<file path="config.mk">
export PLATFORM = sky130hd
export DESIGN_NAME = addr_decoder
export DESIGN_NICKNAME = d
export VERILOG_FILES = /design/src/fabric_pkg.sv /design/src/addr_decoder.sv
export SDC_FILE = /design/constraint.sdc
export NUM_CORES = 1
export LEC_CHECK = 0
export BUFFER_PORTS_ARGS = -buffer_cell sky130_fd_sc_hd__buf_2
export CAP_MARGIN = 15
export CORE_MARGIN = 5
export CORE_UTILIZATION = 40
export CTS_CLUSTER_DIAMETER = 60
export DETAILED_ROUTE_END_ITERATION = 16
export GPL_ROUTABILITY_DRIVEN = 0
export PLACE_DENSITY = 0.74
export SLEW_MARGIN = 10
export SYNTH_ARGS = -nofsm -noshare
export SYNTH_HDL_FRONTEND = slang
export SYNTH_SLANG_ARGS = --single-unit
</file>
<file path="constraint.sdc">
create_clock -name clk_i -period 1.3 [get_ports clk_i]
set_input_delay 0.13 -clock clk_i [delete_from_list [all_inputs] [get_ports clk_i]]
set_output_delay 0.13 -clock clk_i [all_outputs]
set_load 0.02 [all_outputs]
</file>
<file path="src/fabric_pkg.sv">
// ----------------------------------------
// Fabric shared definitions
// Bus types, address map, boot ROM image
// and response status codes
// ----------------------------------------
package fabric_pkg;

    // ----------------------------------------
    // Vector types
    // ----------------------------------------
    typedef logic [31:0] addr_t;
    typedef logic [31:0] data_t;
    typedef logic [3:0]  strb_t;
    // Bit per privilege encoding, bit 2 unused
    typedef logic [3:0]  perm_t;

    parameter int unsigned IDX_W = 16;
    typedef logic [IDX_W-1:0] idx_t;

    typedef enum logic [1:0] {
        PRIV_U = 2'd0,
        PRIV_S = 2'd1,
        PRIV_M = 2'd3
    } priv_lvl_e;

    typedef enum logic [1:0] {
        REGION_ROM,
        REGION_RAM,
        REGION_NONE
    } region_e;

    typedef enum logic [1:0] {
        STATUS_OK,
        STATUS_DENIED,
        STATUS_DECERR,
        STATUS_RDONLY
    } status_e;

    // ----------------------------------------
    // Address map and boot ROM
    // ----------------------------------------
    parameter addr_t       ROM_BASE  = 32'h0001_0000;
    parameter int unsigned ROM_WORDS = 8;
    parameter addr_t       RAM_BASE  = 32'h8000_0000;

    // Small boot stub, jumps into RAM
    parameter data_t ROM_IMAGE [ROM_WORDS] = '{
        32'h0000_0297,
        32'h0202_8593,
        32'hf140_2573,
        32'h0182_b283,
        32'h0002_8067,
        32'h0000_0000,
        32'h8000_0000,
        32'h0000_0000
    };

    parameter int unsigned NUM_PERM_REGIONS = 2;
    parameter perm_t       PERM_RESET       = 4'b1000;

    // ----------------------------------------
    // Pipeline payloads
    // ----------------------------------------
    typedef struct packed {
        addr_t     addr;
        data_t     wdata;
        strb_t     be;
        logic      we;
        priv_lvl_e priv;
    } bus_req_t;

    typedef struct packed {
        addr_t     addr;
        data_t     wdata;
        strb_t     be;
        logic      we;
        priv_lvl_e priv;
        region_e   region;
        status_e   status;
        idx_t      idx;
    } dec_req_t;

    typedef struct packed {
        status_e status;
        addr_t   addr;
        data_t   rdata;
    } mem_out_t;

    typedef struct packed {
        status_e status;
        data_t   rdata;
    } bus_resp_t;

endpackage

</file>
<file path="src/addr_decoder.sv">
`timescale 1ns/1ps
// ----------------------------------------
// Address decoder and access check
// Maps each request onto ROM, RAM or no region,
// checks the per-region privilege table and
// registers the request with its status
// ----------------------------------------
module addr_decoder #(
    parameter int unsigned RAM_WORDS = 256
) (
    input  logic                 clk_i,
    input  logic                 arst_n_i,
    input  logic                 req_valid_i,
    input  fabric_pkg::bus_req_t req_i,
    input  logic                 cfg_valid_i,
    input  fabric_pkg::region_e  cfg_region_i,
    input  fabric_pkg::perm_t    cfg_perm_i,
    output logic                 dec_valid_o,
    output fabric_pkg::dec_req_t dec_req_o
);

    localparam fabric_pkg::addr_t ROM_LIMIT =
        fabric_pkg::ROM_BASE + fabric_pkg::addr_t'(fabric_pkg::ROM_WORDS * 4);
    localparam fabric_pkg::addr_t RAM_LIMIT =
        fabric_pkg::RAM_BASE + fabric_pkg::addr_t'(RAM_WORDS * 4);

    fabric_pkg::perm_t   perm_q [fabric_pkg::NUM_PERM_REGIONS];
    fabric_pkg::region_e region;
    fabric_pkg::addr_t   offset;
    fabric_pkg::perm_t   perm_sel;
    fabric_pkg::status_e status;
    logic                rom_hit;
    logic                ram_hit;

    // ----------------------------------------
    // Permission table
    // ----------------------------------------
    // ROM and RAM entries differ in bit 0 of the region code
    always_ff @(posedge clk_i or negedge arst_n_i) begin
        if (!arst_n_i) begin
            for (int r = 0; r < fabric_pkg::NUM_PERM_REGIONS; r++) begin
                perm_q[r] <= fabric_pkg::PERM_RESET;
            end
        end else if (cfg_valid_i && cfg_region_i != fabric_pkg::REGION_NONE) begin
            perm_q[cfg_region_i[0]] <= cfg_perm_i;
        end
    end

    // ----------------------------------------
    // Decode and check
    // ----------------------------------------
    always_comb begin
        rom_hit = (req_i.addr >= fabric_pkg::ROM_BASE) && (req_i.addr < ROM_LIMIT);
        ram_hit = (req_i.addr >= fabric_pkg::RAM_BASE) && (req_i.addr < RAM_LIMIT);
        region  = fabric_pkg::REGION_NONE;
        offset  = '0;
        if (rom_hit) begin
            region = fabric_pkg::REGION_ROM;
            offset = req_i.addr - fabric_pkg::ROM_BASE;
        end else if (ram_hit) begin
            region = fabric_pkg::REGION_RAM;
            offset = req_i.addr - fabric_pkg::RAM_BASE;
        end
        perm_sel = (region == fabric_pkg::REGION_NONE) ? '0 : perm_q[region[0]];

        // Rule order matters
        if (region == fabric_pkg::REGION_NONE) begin
            status = fabric_pkg::STATUS_DECERR;
        end else if (!perm_sel[req_i.priv]) begin
            status = fabric_pkg::STATUS_DENIED;
        end else if (region == fabric_pkg::REGION_ROM && req_i.we) begin
            status = fabric_pkg::STATUS_RDONLY;
        end else begin
            status = fabric_pkg::STATUS_OK;
        end
    end

    always_ff @(posedge clk_i or negedge arst_n_i) begin
        if (!arst_n_i) begin
            dec_valid_o <= 1'b0;
        end else begin
            dec_valid_o <= req_valid_i;
        end
    end

    always_ff @(posedge clk_i) begin
        if (req_valid_i) begin
            dec_req_o.addr   <= req_i.addr;
            dec_req_o.wdata  <= req_i.wdata;
            dec_req_o.be     <= req_i.be;
            dec_req_o.we     <= req_i.we;
            dec_req_o.priv   <= req_i.priv;
            dec_req_o.region <= region;
            dec_req_o.status <= status;
            // Byte offset to word index
            dec_req_o.idx    <= offset[fabric_pkg::IDX_W+1:2];
        end
    end

    cfg_region_legal: assert property (
        @(posedge clk_i) disable iff (!arst_n_i)
        cfg_valid_i |-> cfg_region_i != fabric_pkg::REGION_NONE
    );

endmodule

</file>
==> results.yml <==
drt:
  wl_per_cell_um: 16.7
  first_pass_iters: 4
  vias: 2625
  drt.antenna.violating_nets: 0
  viasPerCell: 4.69
  drtIter0Drc: 120
  routed_wl_mm: 9.34
  drcViolationCount: 0
critical_path:
  start_kind: "input port"
  crit_fanout: 3
  worstPathArrival_ns: 1.71
  worstPathRequired_ns: 1.40
  cp-end-kind: "register"
  path_class: "input port to register"
logic_synthesis:
  synth_area_leaders: "edfxtp_1 (77%), dfrtp_1 (5.0%), nor2b_1 (2.5%)"
  synthDistinctLibCells: 34
  avgSynthCellArea_um2: 20.2
  ys_ff_latch: 100
  syn_area_mm2: 0.00354
  yosysTopAreaCell: "edfxtp_1"
  yosysWarnings: 0
  synthesis.nets: 258
  synthCells: 175
  synth_top_area_share_pct: 77.3
  seq_area_frac_synth_pct: 83.7
sta:
  fmax_ghz: 0.619
  worst_slew_pin_slew_ns: 0.483
  post-route-min-period_ns: 1.62
  skew_ns: 0.00132
  finalCritPeriodShare_pct: 124
  timing.final.hold_violations: 0
  final-max-slew-violation-count: 0
  setup_slack_ns: -0.317
  rsz0062_at_grt: "yes"
  holdWs_ns: 0.0241
  maxSlewHeadroom_pct: 67.7
  setup_viol: 18
clock_tree:
  cts_sinks: 100
  cts_tree: "done"
  numCtsBuffers: 9
  root_buffer: "clkbuf_8"
  worst_skew_pair.late_latency_ns: 0.34
  clk_pin_slew_ns: 0.09
  clockBufferDepth: 2
  cts.htree.levels: 3
power:
  power.leakage_nw: 2.45
  power.total_mw: 7.02
  worst_ir_drop_vdd_mv: 0.797
  p_per_area_mw_per_mm2: 1220
die:
  placementRows: 34
  initial_core_util_pct: 40.8
  ios: 173
  coreArea_mm2: 0.00868
  die_h_um: 104
  fp.dieArea_mm2: 0.0108
  die_w_um: 104
outcome:
  run_status: "complete, but fails checks"
  failed_checks: "negative setup slack"
place:
  hpwl_mm: 6.65
  placed_area_mm2: 0.00477
  post-place-ws_ns: -0.755
  port_buffers: 172
final_layout:
  multi_input_area_um2: 671
  antenna_cells: 0
  drive_gt1_share_pct: 55.8
  area_growth_pct: 63.1
  nNetsFinal: 531
  stdcell_area_mm2: 0.00577
  fin_util_pct: 66.5
  fillers: 623
  register_area_mm2: 0.00296
global_route:
  grt_pass1_vias: 2817
  grt.total_usage_pct: 17.2
  grt_pass1_wl_mm: 14.8
  grt_start_max_net_pins: 52
  antenna_found_initial: 1
  grt_overflow_total: 0
min_path:
  hp-class: "input port to register"
job:
  max_cap_violations: 0
[registers in the layout, summed over array words and instances (netlist names)]
register / cells
perm_q: 8
dec_req_o: 91
dec_valid_o: 1
[repair_timing]
action	4_1_cts	5_1_grt
resized for setup	29	6
hold buffers	52	4
setup endpoints to repair	19	19
setup buffers	6	2
hold endpoints to repair	60	4
pin swaps	17	7
[critical path, stage by stage]
cell and delay [ns]:
buf_6 0.10, nor4_4 0.24, buf_4 0.17, nand4b_4 0.13
buf_4 0.18, a2111oi_2 0.35, o221ai_1 0.19, o31ai_2 0.12
o21ai_1 0.10
[cell type report]
class / count / area share (%)
Clock buffer: 9 / 2.15
Inverter: 8 / 0.521
Multi-Input combinational cell: 66 / 11.6
Clock inverter: 6 / 1.52
Tap cell: 108 / 2.34
Timing Repair Buffer: 263 / 30.5
Sequential cell: 100 / 51.3
[per-stage QoR]
| step | TNS [ns] | instances |
|---|---|---|
| finish | -1.79 | 560 |
| global route | -3.74 | 560 |
| CTS | -1.07 | 554 |
| detailed placement | -9.97 | 481 |
| global placement | -7.98 | 481 |
| floorplan | -3.19 | 175 |
[cell usage after synthesis, drive strengths merged]
cell type and instances:
a21boi 1, nor2b 14, nor3b 1, nor2 3
buf 1, o31ai 1, o21ai 5, nand2 9
dfstp 2, a221oi 2, a31o 1, and2 1
ha 2, a2111oi 2, nor4 5, nand4b 1
o221ai 1, nor3 4, mux2 6, o41ai 2
edfxtp 91, nand4 3, inv 8, dfrtp 7
nor4b 1, a211oi 1
[final timing paths]
| path | start | to | slack (ns) | cells after the start |
|---|---|---|---|---|
| worst min register to register | perm_q[2]$_DFFE_PN0P_ | perm_q[2]$_DFFE_PN0P_ | 0.52 | 1 |
| min in group asynchronous | arst_n_i | dec_valid_o$_DFF_PN0_ | 0.15 | 2 |
| worst max register to register | perm_q[7]$_DFFE_PN1P_ | dec_req_o[16]$_SDFFCE_PP0P_ | -0.23 | 5 |
| worst max-delay path | req_i[52] | dec_req_o[16]$_SDFFCE_PP0P_ | -0.32 | 9 |
| worst min-delay path | cfg_perm_i[3] | perm_q[7]$_DFFE_PN1P_ | 0.02 | 3 |
| max in group asynchronous | arst_n_i | perm_q[7]$_DFFE_PN1P_ | 0.91 | 2 |
[layout by cell type (no fill, tap or decap), types with 4 or more instances in the layout]
cell type and instances:
buf_4 31, dlygate4sd3_1 56, nor4_4 5, mux2_2 6, nor2b_1 14, nand2_1 8
buf_6 9, edfxtp_1 91, dfrtp_1 7, buf_2 165, o21ai_0 4, inv_1 7
clkbuf_8 9
[routing by layer]
layer	share of wire (%)	GRT usage [%]
met5	0.12	0
met4	1.7	5.74
met3	7.5	5.96
met2	53	31.4
met1	38	18.5
[report_power, final]
part	internal (mW)	switching, mW
Sequential	3.78	0.0766
Combinational	0.465	0.596
Clock	1.07	1.03
[kinds of logic after synthesis]
| kind of cell | Yosys count | synth area share [%] |
|---|---|---|
| buffers and inverters | 9 | 0.990 |
| muxes | 6 | 1.91 |
| and+or+nand+nor | 42 | 8.70 |
| adders and majority gates | 2 | 0.707 |
| AOI/OAI and AO/OA | 16 | 4.00 |
| DFF | 100 | 83.7 |
(Power assumes the default switching activity.)
