<file path="src/fabric_pkg.sv">
// ----------------------------------------
// Fabric shared definitions
// Bus types, address map, boot ROM image
// and response status codes
// ----------------------------------------
package fabric_pkg;

    // ----------------------------------------
    // Vector types
    // ----------------------------------------
    typedef logic [31:0] addr_t;
    typedef logic [31:0] data_t;
    typedef logic [3:0]  strb_t;
    // Bit per privilege encoding, bit 2 unused
    typedef logic [3:0]  perm_t;

    parameter int unsigned IDX_W = 16;
    typedef logic [IDX_W-1:0] idx_t;

    typedef enum logic [1:0] {
        PRIV_U = 2'd0,
        PRIV_S = 2'd1,
        PRIV_M = 2'd3
    } priv_lvl_e;

    typedef enum logic [1:0] {
        REGION_ROM,
        REGION_RAM,
        REGION_NONE
    } region_e;

    typedef enum logic [1:0] {
        STATUS_OK,
        STATUS_DENIED,
        STATUS_DECERR,
        STATUS_RDONLY
    } status_e;

    // ----------------------------------------
    // Address map and boot ROM
    // ----------------------------------------
    parameter addr_t       ROM_BASE  = 32'h0001_0000;
    parameter int unsigned ROM_WORDS = 8;
    parameter addr_t       RAM_BASE  = 32'h8000_0000;

    // Small boot stub, jumps into RAM
    parameter data_t ROM_IMAGE [ROM_WORDS] = '{
        32'h0000_0297,
        32'h0202_8593,
        32'hf140_2573,
        32'h0182_b283,
        32'h0002_8067,
        32'h0000_0000,
        32'h8000_0000,
        32'h0000_0000
    };

    parameter int unsigned NUM_PERM_REGIONS = 2;
    parameter perm_t       PERM_RESET       = 4'b1000;

    // ----------------------------------------
    // Pipeline payloads
    // ----------------------------------------
    typedef struct packed {
        addr_t     addr;
        data_t     wdata;
        strb_t     be;
        logic      we;
        priv_lvl_e priv;
    } bus_req_t;

    typedef struct packed {
        addr_t     addr;
        data_t     wdata;
        strb_t     be;
        logic      we;
        priv_lvl_e priv;
        region_e   region;
        status_e   status;
        idx_t      idx;
    } dec_req_t;

    typedef struct packed {
        status_e status;
        addr_t   addr;
        data_t   rdata;
    } mem_out_t;

    typedef struct packed {
        status_e status;
        data_t   rdata;
    } bus_resp_t;

endpackage

</file>
<file path="src/resp_stage.sv">
`timescale 1ns/1ps
// ----------------------------------------
// Response and fault stage
// Registers the bus response and tracks the
// latest failing address and a failure count
// ----------------------------------------
module resp_stage (
    input  logic                  clk_i,
    input  logic                  arst_n_i,
    input  logic                  mem_valid_i,
    input  fabric_pkg::mem_out_t  mem_out_i,
    output logic                  resp_valid_o,
    output fabric_pkg::bus_resp_t resp_o,
    output fabric_pkg::addr_t     fault_addr_o,
    output logic [7:0]            fault_count_o
);

    logic fault;

    assign fault = mem_valid_i && mem_out_i.status != fabric_pkg::STATUS_OK;

    always_ff @(posedge clk_i or negedge arst_n_i) begin
        if (!arst_n_i) begin
            resp_valid_o  <= 1'b0;
            fault_addr_o  <= '0;
            fault_count_o <= '0;
        end else begin
            resp_valid_o <= mem_valid_i;
            if (fault) begin
                fault_addr_o <= mem_out_i.addr;
                // Saturate at 255
                if (fault_count_o != 8'hff) begin
                    fault_count_o <= fault_count_o + 8'd1;
                end
            end
        end
    end

    always_ff @(posedge clk_i) begin
        if (mem_valid_i) begin
            resp_o.status <= mem_out_i.status;
            resp_o.rdata  <= (mem_out_i.status == fabric_pkg::STATUS_OK) ?
                             mem_out_i.rdata : '0;
        end
    end

    // Back-to-back responses need back-to-back memory results
    resp_burst_sourced: assert property (
        @(posedge clk_i) disable iff (!arst_n_i)
        resp_valid_o && $past(resp_valid_o)
            |-> $past(mem_valid_i, 1) && $past(mem_valid_i, 2)
    );

endmodule

</file>
<file path="config.mk">
export PLATFORM = sky130hd
export DESIGN_NAME = resp_stage
export DESIGN_NICKNAME = d
export VERILOG_FILES = /design/src/fabric_pkg.sv /design/src/resp_stage.sv
export SDC_FILE = /design/constraint.sdc
export NUM_CORES = 1
export LEC_CHECK = 0
export BUFFER_PORTS_ARGS = -buffer_cell sky130_fd_sc_hd__buf_2
export CORE_MARGIN = 5
export CORE_UTILIZATION = 42
export DETAILED_ROUTE_END_ITERATION = 16
export PLACE_DENSITY = 0.72
export SETUP_SLACK_MARGIN = 0.2
export SLEW_MARGIN = 20
export SYNTH_ARGS = -nofsm -noshare
export SYNTH_HDL_FRONTEND = slang
export SYNTH_SLANG_ARGS = --single-unit
</file>
<file path="constraint.sdc">
create_clock -name clk_i -period 2.2 [get_ports clk_i]
set_clock_uncertainty 0.2 [all_clocks]
set_input_delay 0.22 -clock clk_i [delete_from_list [all_inputs] [get_ports clk_i]]
set_output_delay 0.22 -clock clk_i [all_outputs]
set_load 0.005 [all_outputs]
</file>
==> results of run 1 <==
-- state kept, by name, indices dropped and copies added, names as in the netlist --
name / flops
fault_count_o: 8
resp_valid_o: 1
resp_o: 34
fault_addr_o: 32
-- layout make-up --
cell class	count	area [µm²]	share of cell area (%)
Timing Repair Buffer	217	1440	31.1
Clock inverter	4	72.6	1.57
Multi-Input combinational cell	161	813	17.6
Tap cell	80	100	2.16
Clock buffer	12	155	3.35
Sequential cell	75	2050	44.2
-- critical path, delay by kind of cell --
kind | cells | cell delay, ns
buf+inv | 3 | 1.00
mux | 1 | 0.26
compound gates | 1 | 0.22
simple gates | 1 | 0.09
-- logic make-up after synthesis --
group	Yosys count	share of synthesized area, %
fa+ha+maj	1	0.429
buf+inv	10	1.80
simple gates	146	22.8
compound gates	7	2.02
flops	75	70.3
mux	5	2.06
xor+xnor	2	0.601
-- report_power, final --
part	switching, mW	internal (mW)
sequential	0.153	1.65
combinational	0.325	0.380
clock	0.479	0.700
total	0.958	2.73
-- layout by cell type (no fill, tap or decap), types with 2 or more instances in the layout --
cell type / count
bufinv_16: 2
nand3_1: 3
dfrtp_1: 41
xnor2_1: 2
dlygate4sd3_1: 68
o21ai_2: 2
nor3_1: 2
buf_4: 6
nor2_1: 2
clkbuf_8: 11
mux2_1: 3
and2_1: 33
nand2_1: 100
buf_2: 143
edfxtp_1: 34
-- synth_stat cells --
library cell and n:
ha_1 1, edfxtp_1 34, mux2_4 1, nor2_1 2
nand2_1 100, a21oi_1 1, nand2b_1 1, nand4_1 1
mux2_2 1, buf_2 6, and3_1 1, nand4_2 1
dfrtp_1 41, o21a_2 1, mux2_1 3, buf_6 1
xnor2_1 2, o2111ai_1 1, o21ai_2 2, nor3_1 2
clkbuf_1 3, nor4_2 1, and2_1 33, o211ai_1 1
o2111a_1 1, nand2_2 1, nand3_1 3
-- path summary, 6_finish.rpt --
path	endpoint	slack, ns	depth (start not counted)
max	fault_count_o[5]$_DFFE_PN0P_	0.43	6
min	fault_addr_o[23]$_DFFE_PN0P_	0.26	3
max reg2reg	fault_count_o[1]$_DFFE_PN0P_	0.52	4
min reg2reg	fault_addr_o[20]$_DFFE_PN0P_	0.28	2
max in group asynchronous	fault_count_o[2]$_DFFE_PN0P_	1.16	3
min in group clk_i	fault_addr_o[20]$_DFFE_PN0P_	0.28	2
-- stage by stage --
stage / total power, mW / utilization [%]
floorplan: 2.09 / -
global placement: 2.43 / 55.1
detailed placement: 2.45 / 55.1
CTS: 3.73 / 68.5
global route: 3.89 / 68.5
finish: 3.69 / 68.5
-- what timing repair did --
item	4_1_cts	5_1_grt
endpoints found under the hold margin	109	0
hold buffers	68	0
buffers inserted	0	0
-- layer usage --
| metal | track usage, % | part of all wire, % | routed length, µm |
|---|---|---|---|
| met5 | 0 | 0 | 0 |
| met4 | 8.06 | 1.7 | 135 |
| met3 | 5.63 | 11 | 853 |
| met2 | 31.7 | 46 | 3710 |
| met1 | 24.2 | 42 | 3360 |
==> flow_summary.json, run 1 <==
{
  "period_share_pct": 80.4,
  "htreeDepth": 3,
  "preCtsSetupSlack_ns": 0.522,
  "rsz0062_at_grt": "false",
  "drc": 0,
  "cp-startpoint": "mem_out_i[65]",
  "syn_to_final_growth_pct": 58.9,
  "setup_viol": 0,
  "path_class": "primary input to flop",
  "first_pass_iters": 5,
  "fp.dieH_um": 93.3,
  "num_antenna_cells": 0,
  "yosysUniqueCellTypes": 27,
  "ant_nets": 0,
  "syn_area_um2": 2910,
  "dp_cells": 465,
  "slew_headroom_pct": 65.5,
  "min_period_ns": 1.77,
  "die_x_um": 93.3,
  "cts.reportedPaths.clkPinSlew_ns": 0.08,
  "vias": 2500,
  "antenna_found_initial": 0,
  "hold_violations": 0,
  "grt_pass1_wl_um": 13100,
  "layout-drive-gt1-share_pct": 36.7,
  "final_cells": 549,
  "globalplace.congestion": 0.707,
  "fmax_ghz": 0.565,
  "synth_seq_area_share_pct": 70.3,
  "gr-usage-all-layers_pct": 19.5,
  "core_um2": 6760,
  "drt_iter0_markers": 77,
  "worst_hold_path_type": "primary input to async pin",
  "vias_per_cell": 4.55,
  "cts.sinks": 75,
  "fillCellCount": 504,
  "cp_max_fo": 23,
  "dp_hpwl_um": 4900,
  "worstPathArrival_ns": 1.79,
  "synth_top_area_share_pct": 35.2,
  "fin_ws_ns": 0.431,
  "totalNegativeSetupSlack_ns": 0,
  "cp.required_ns": 2.22,
  "clk_root_buffer_cell": "clkbuf_8",
  "end_kind": "flop",
  "peakVddDrop_uv": 404,
  "leakage_nw": 2.29,
  "avgSynthCellArea_um2": 11.8,
  "synthTopCellsByArea": "dfrtp_1, edfxtp_1, nand2_1",
  "cts_tree": "done",
  "routed_wl_um": 8060,
  "placed_area_um2": 3720,
  "rr_startpoint": "fault_count_o[0]$_DFFE_PN0P_",
  "fin_hold_ws_ns": 0.262,
  "dieArea_um2": 8700,
  "drv_cap": 0,
  "yosys_warnings": 0,
  "synth_cells": 246,
  "port_buffers": 143,
  "rows": 30,
  "synth-seq-cells": 75,
  "syn-num-nets": 316,
  "grt_max_degree": 42,
  "drv_slew": 0,
  "p_per_area_nw_per_um2": 797,
  "slowest_stage": "dlygate4sd3_1",
  "max_stage_delay_ns": 0.54,
  "io_pins": 144,
  "cts_buffers": 9,
  "overflow": 0,
  "insertion_delay_ns": 0.33,
  "status": "finished, final reports clean",
  "cts.repair.resized": 0,
  "num-nets-final": 534,
  "grt_pass1_vias": 2673,
  "max-clock-path-buffers": 2,
  "start_util_pct": 43.1,
  "wire_per_inst_um": 14.7,
  "synth_area_leader_cell": "dfrtp_1",
  "start_kind": "primary input",
  "stdcell_area_um2": 4630,
  "cp_cell_sequence": "dlygate4sd3_1 > buf_2 > o21ai_2 > buf_4 > nor3_1 > mux2_2",
  "worst_slew_pin_slew_ns": 0.517
}
No activity file was read; power rests on OpenSTA's default activity.
==> run 2: changes to the inputs <==
--- a/config.mk
+++ b/config.mk
@@ -7,9 +7,9 @@
 export LEC_CHECK = 0
 export BUFFER_PORTS_ARGS = -buffer_cell sky130_fd_sc_hd__buf_2
 export CORE_MARGIN = 5
-export CORE_UTILIZATION = 42
+export CORE_UTILIZATION = 41
 export DETAILED_ROUTE_END_ITERATION = 16
-export PLACE_DENSITY = 0.72
+export PLACE_DENSITY = 0.74
 export SETUP_SLACK_MARGIN = 0.2
 export SLEW_MARGIN = 20
 export SYNTH_ARGS = -nofsm -noshare
==> constraint.sdc (replaced) <==
create_clock -name clk_i -period 1.5 [get_ports clk_i]
set_clock_uncertainty 0.2 [all_clocks]
set_input_delay 0.15 -clock clk_i [delete_from_list [all_inputs] [get_ports clk_i]]
set_output_delay 0.15 -clock clk_i [all_outputs]
set_load 0.005 [all_outputs]
==> run 2 against run 1 <==
  * The run now ends with setup timing left
  * Die area is 2.2% higher
  * Hold slack worse by 0.16 ns
  * Cell count is 6.7% higher
  * First-iteration DRC count is 27% higher
  * Routed wire length is 9.5% higher
==> flow_summary.json, run 2 (synthesis results as in run 1) <==
{
  "status": "complete, but fails checks",
  "failed_checks": "setup timing",
  "drv_cap": 0,
  "drt_iter0_markers": 98,
  "syn_to_final_growth_pct": 70.7,
  "die_x_um": 94.3,
  "dieArea_um2": 8890,
  "power_switching_mw": 1.68,
  "worstPathBufferInverterCount": 0,
  "cp_max_fo": 3,
  "num_antenna_cells": 0,
  "fmax_ghz": 0.634,
  "cp_cell_sequence": "ha_4 > nand4_1 > o21ai_2 > mux2_4",
  "hold_violations": 0,
  "top_register": "resp_o",
  "seqPwrFrac_pct": 43.5,
  "overflow": 0,
  "fin_hold_ws_ns": 0.0997,
  "wire_per_inst_um": 15.1,
  "dp_hpwl_um": 5330,
  "htreeDepth": 3,
  "grt_max_degree": 33,
  "grt_pass1_vias": 2855,
  "clock_power_share_pct": 27.8,
  "cts_buffers": 9,
  "grt_pass1_wl_um": 13500,
  "path_delay_family": "flip-flops",
  "final_common_cell": "buf_2",
  "rows": 30,
  "layout-drive-gt1-share_pct": 42.4,
  "largest_reg_flops": 34,
  "worst_slew_pin_slew_ns": 0.500,
  "min_period_ns": 1.58,
  "core_um2": 6870,
  "drc": 0,
  "p_per_area_nw_per_um2": 1230,
  "fin_ws_ns": -0.0775,
  "setup_viol": 4,
  "pwr-share-comb_pct": 28.8,
  "gr-usage-all-layers_pct": 19.8,
  "port_buffers": 143,
  "ant_nets": 0,
  "end_kind": "flop",
  "totalNegativeSetupSlack_ns": -0.139,
  "worstPathArrival_ns": 1.60,
  "start_util_pct": 42.4,
  "rsz0062_at_grt": "true",
  "path_class": "flop to flop",
  "globalplace.congestion": 0.780,
  "leakage_nw": 2.44,
  "cts.sinks": 75,
  "peakVddDrop_uv": 805,
  "p_int_mw": 4.44,
  "fp.dieH_um": 94.3,
  "drv_slew": 0,
  "clk_root_buffer_cell": "clkbuf_8",
  "cts_tree": "done",
  "max_stage_delay_ns": 0.41,
  "max-clock-path-buffers": 2,
  "cp.required_ns": 1.52,
  "final_cell_mix": "buf_2, nand2_1, dlygate4sd3_1",
  "worst_hold_path_type": "primary input to async pin",
  "vias_per_cell": 4.51,
  "insertion_delay_ns": 0.34,
  "vias": 2645,
  "num-nets-final": 555,
  "start_kind": "flop",
  "reg_top3": "resp_o (34), fault_addr_o (32), fault_count_o (8)",
  "swShare_pct": 27.4,
  "routed_wl_um": 8830,
  "antenna_found_initial": 0,
  "first_pass_iters": 4,
  "cts.reportedPaths.clkPinSlew_ns": 0.08,
  "period_share_pct": 105,
  "slew_headroom_pct": 66.7,
  "io_pins": 144,
  "slowest_stage": "dfrtp_2"
}
## run 2: changes by cell type in the layout (fill, tap and decap cells not counted), sizes merged
| cell | before | now |
|---|---|---|
| bufinv | 2 | 1 |
| clkinv | 1 | 0 |
| inv | 0 | 2 |
| buf | 149 | 170 |
## run 2: metrics by stage
step	utilization [%]	cells	setup WS, ns	total power [mW]	cell area [µm²]
6_report	72.4	586	-0.0775	6.11	4970
5_1_grt	72.4	586	-0.115	6.45	4970
4_1_cts	71.1	581	-0.000974	5.92	4880
3_5_place_dp	55.8	488	-0.0334	3.73	3830
3_3_place_gp	55.8	488	0.00488	3.70	3830
2_1_floorplan	-	246	-0.00618	3.12	2940
## run 2: worst reg2reg max path, delay by kind of cell, from the launching register on
kind	cells	cell delay, ns
flip-flops	1	0.41
multiplexers	1	0.32
AO/OA/AOI/OAI	1	0.22
adder cells (fa/ha/maj)	1	0.16
AND/OR/NAND/NOR	1	0.16
## run 2: layout make-up
class	count	area, µm²
clock inverter	4	52.6
tap	96	120
multi-input combinational	161	897
clock buffer	12	176
fill	455	1900
timing repair buffer	238	1670
sequential	75	2050
## run 2: path summary, 6_finish.rpt
check	startpoint	slack [ns]	cells after the start	to
max in group asynchronous	arst_n_i	0.51	3	fault_addr_o[19]$_DFFE_PN0P_
worst min-delay path	arst_n_i	0.1	2	fault_count_o[5]$_DFFE_PN0P_
worst max-delay path	fault_count_o[1]$_DFFE_PN0P_	-0.08	4	fault_count_o[1]$_DFFE_PN0P_
min in group clk_i	mem_valid_i	0.14	2	resp_o[32]$_DFFE_PP_
worst min register to register	fault_addr_o[10]$_DFFE_PN0P_	0.27	2	fault_addr_o[10]$_DFFE_PN0P_
worst max register to register	fault_count_o[1]$_DFFE_PN0P_	-0.08	4	fault_count_o[1]$_DFFE_PN0P_
## run 2: power by group through the flow
stage	clock [mW]	sequential [mW]	combinational [mW]
5_1_grt	1.83	2.70	1.92
3_5_place_dp	0	2.70	1.03
4_1_cts	1.76	2.65	1.50
3_3_place_gp	0	2.69	1.01
2_1_floorplan	0	2.72	0.394
6_report	1.70	2.66	1.76
## run 2: routing by layer
layer  GRT usage, %  vias to the layer above  share of wire, %
li1               -                     1280                 -
met1           22.3                     1231                38
met2           34.3                      122                50
met3           7.21                       12                11
met4           6.98                        0               1.3
met5              0                        -                 0
## run 2: repair_timing
item	CTS	global route
hold buffers	68	0
gates resized for setup	16	9
pin swaps	3	4
cloned	0	0
setup buffers	9	5
setup endpoints to repair	15	15
hold endpoints to repair	108	0
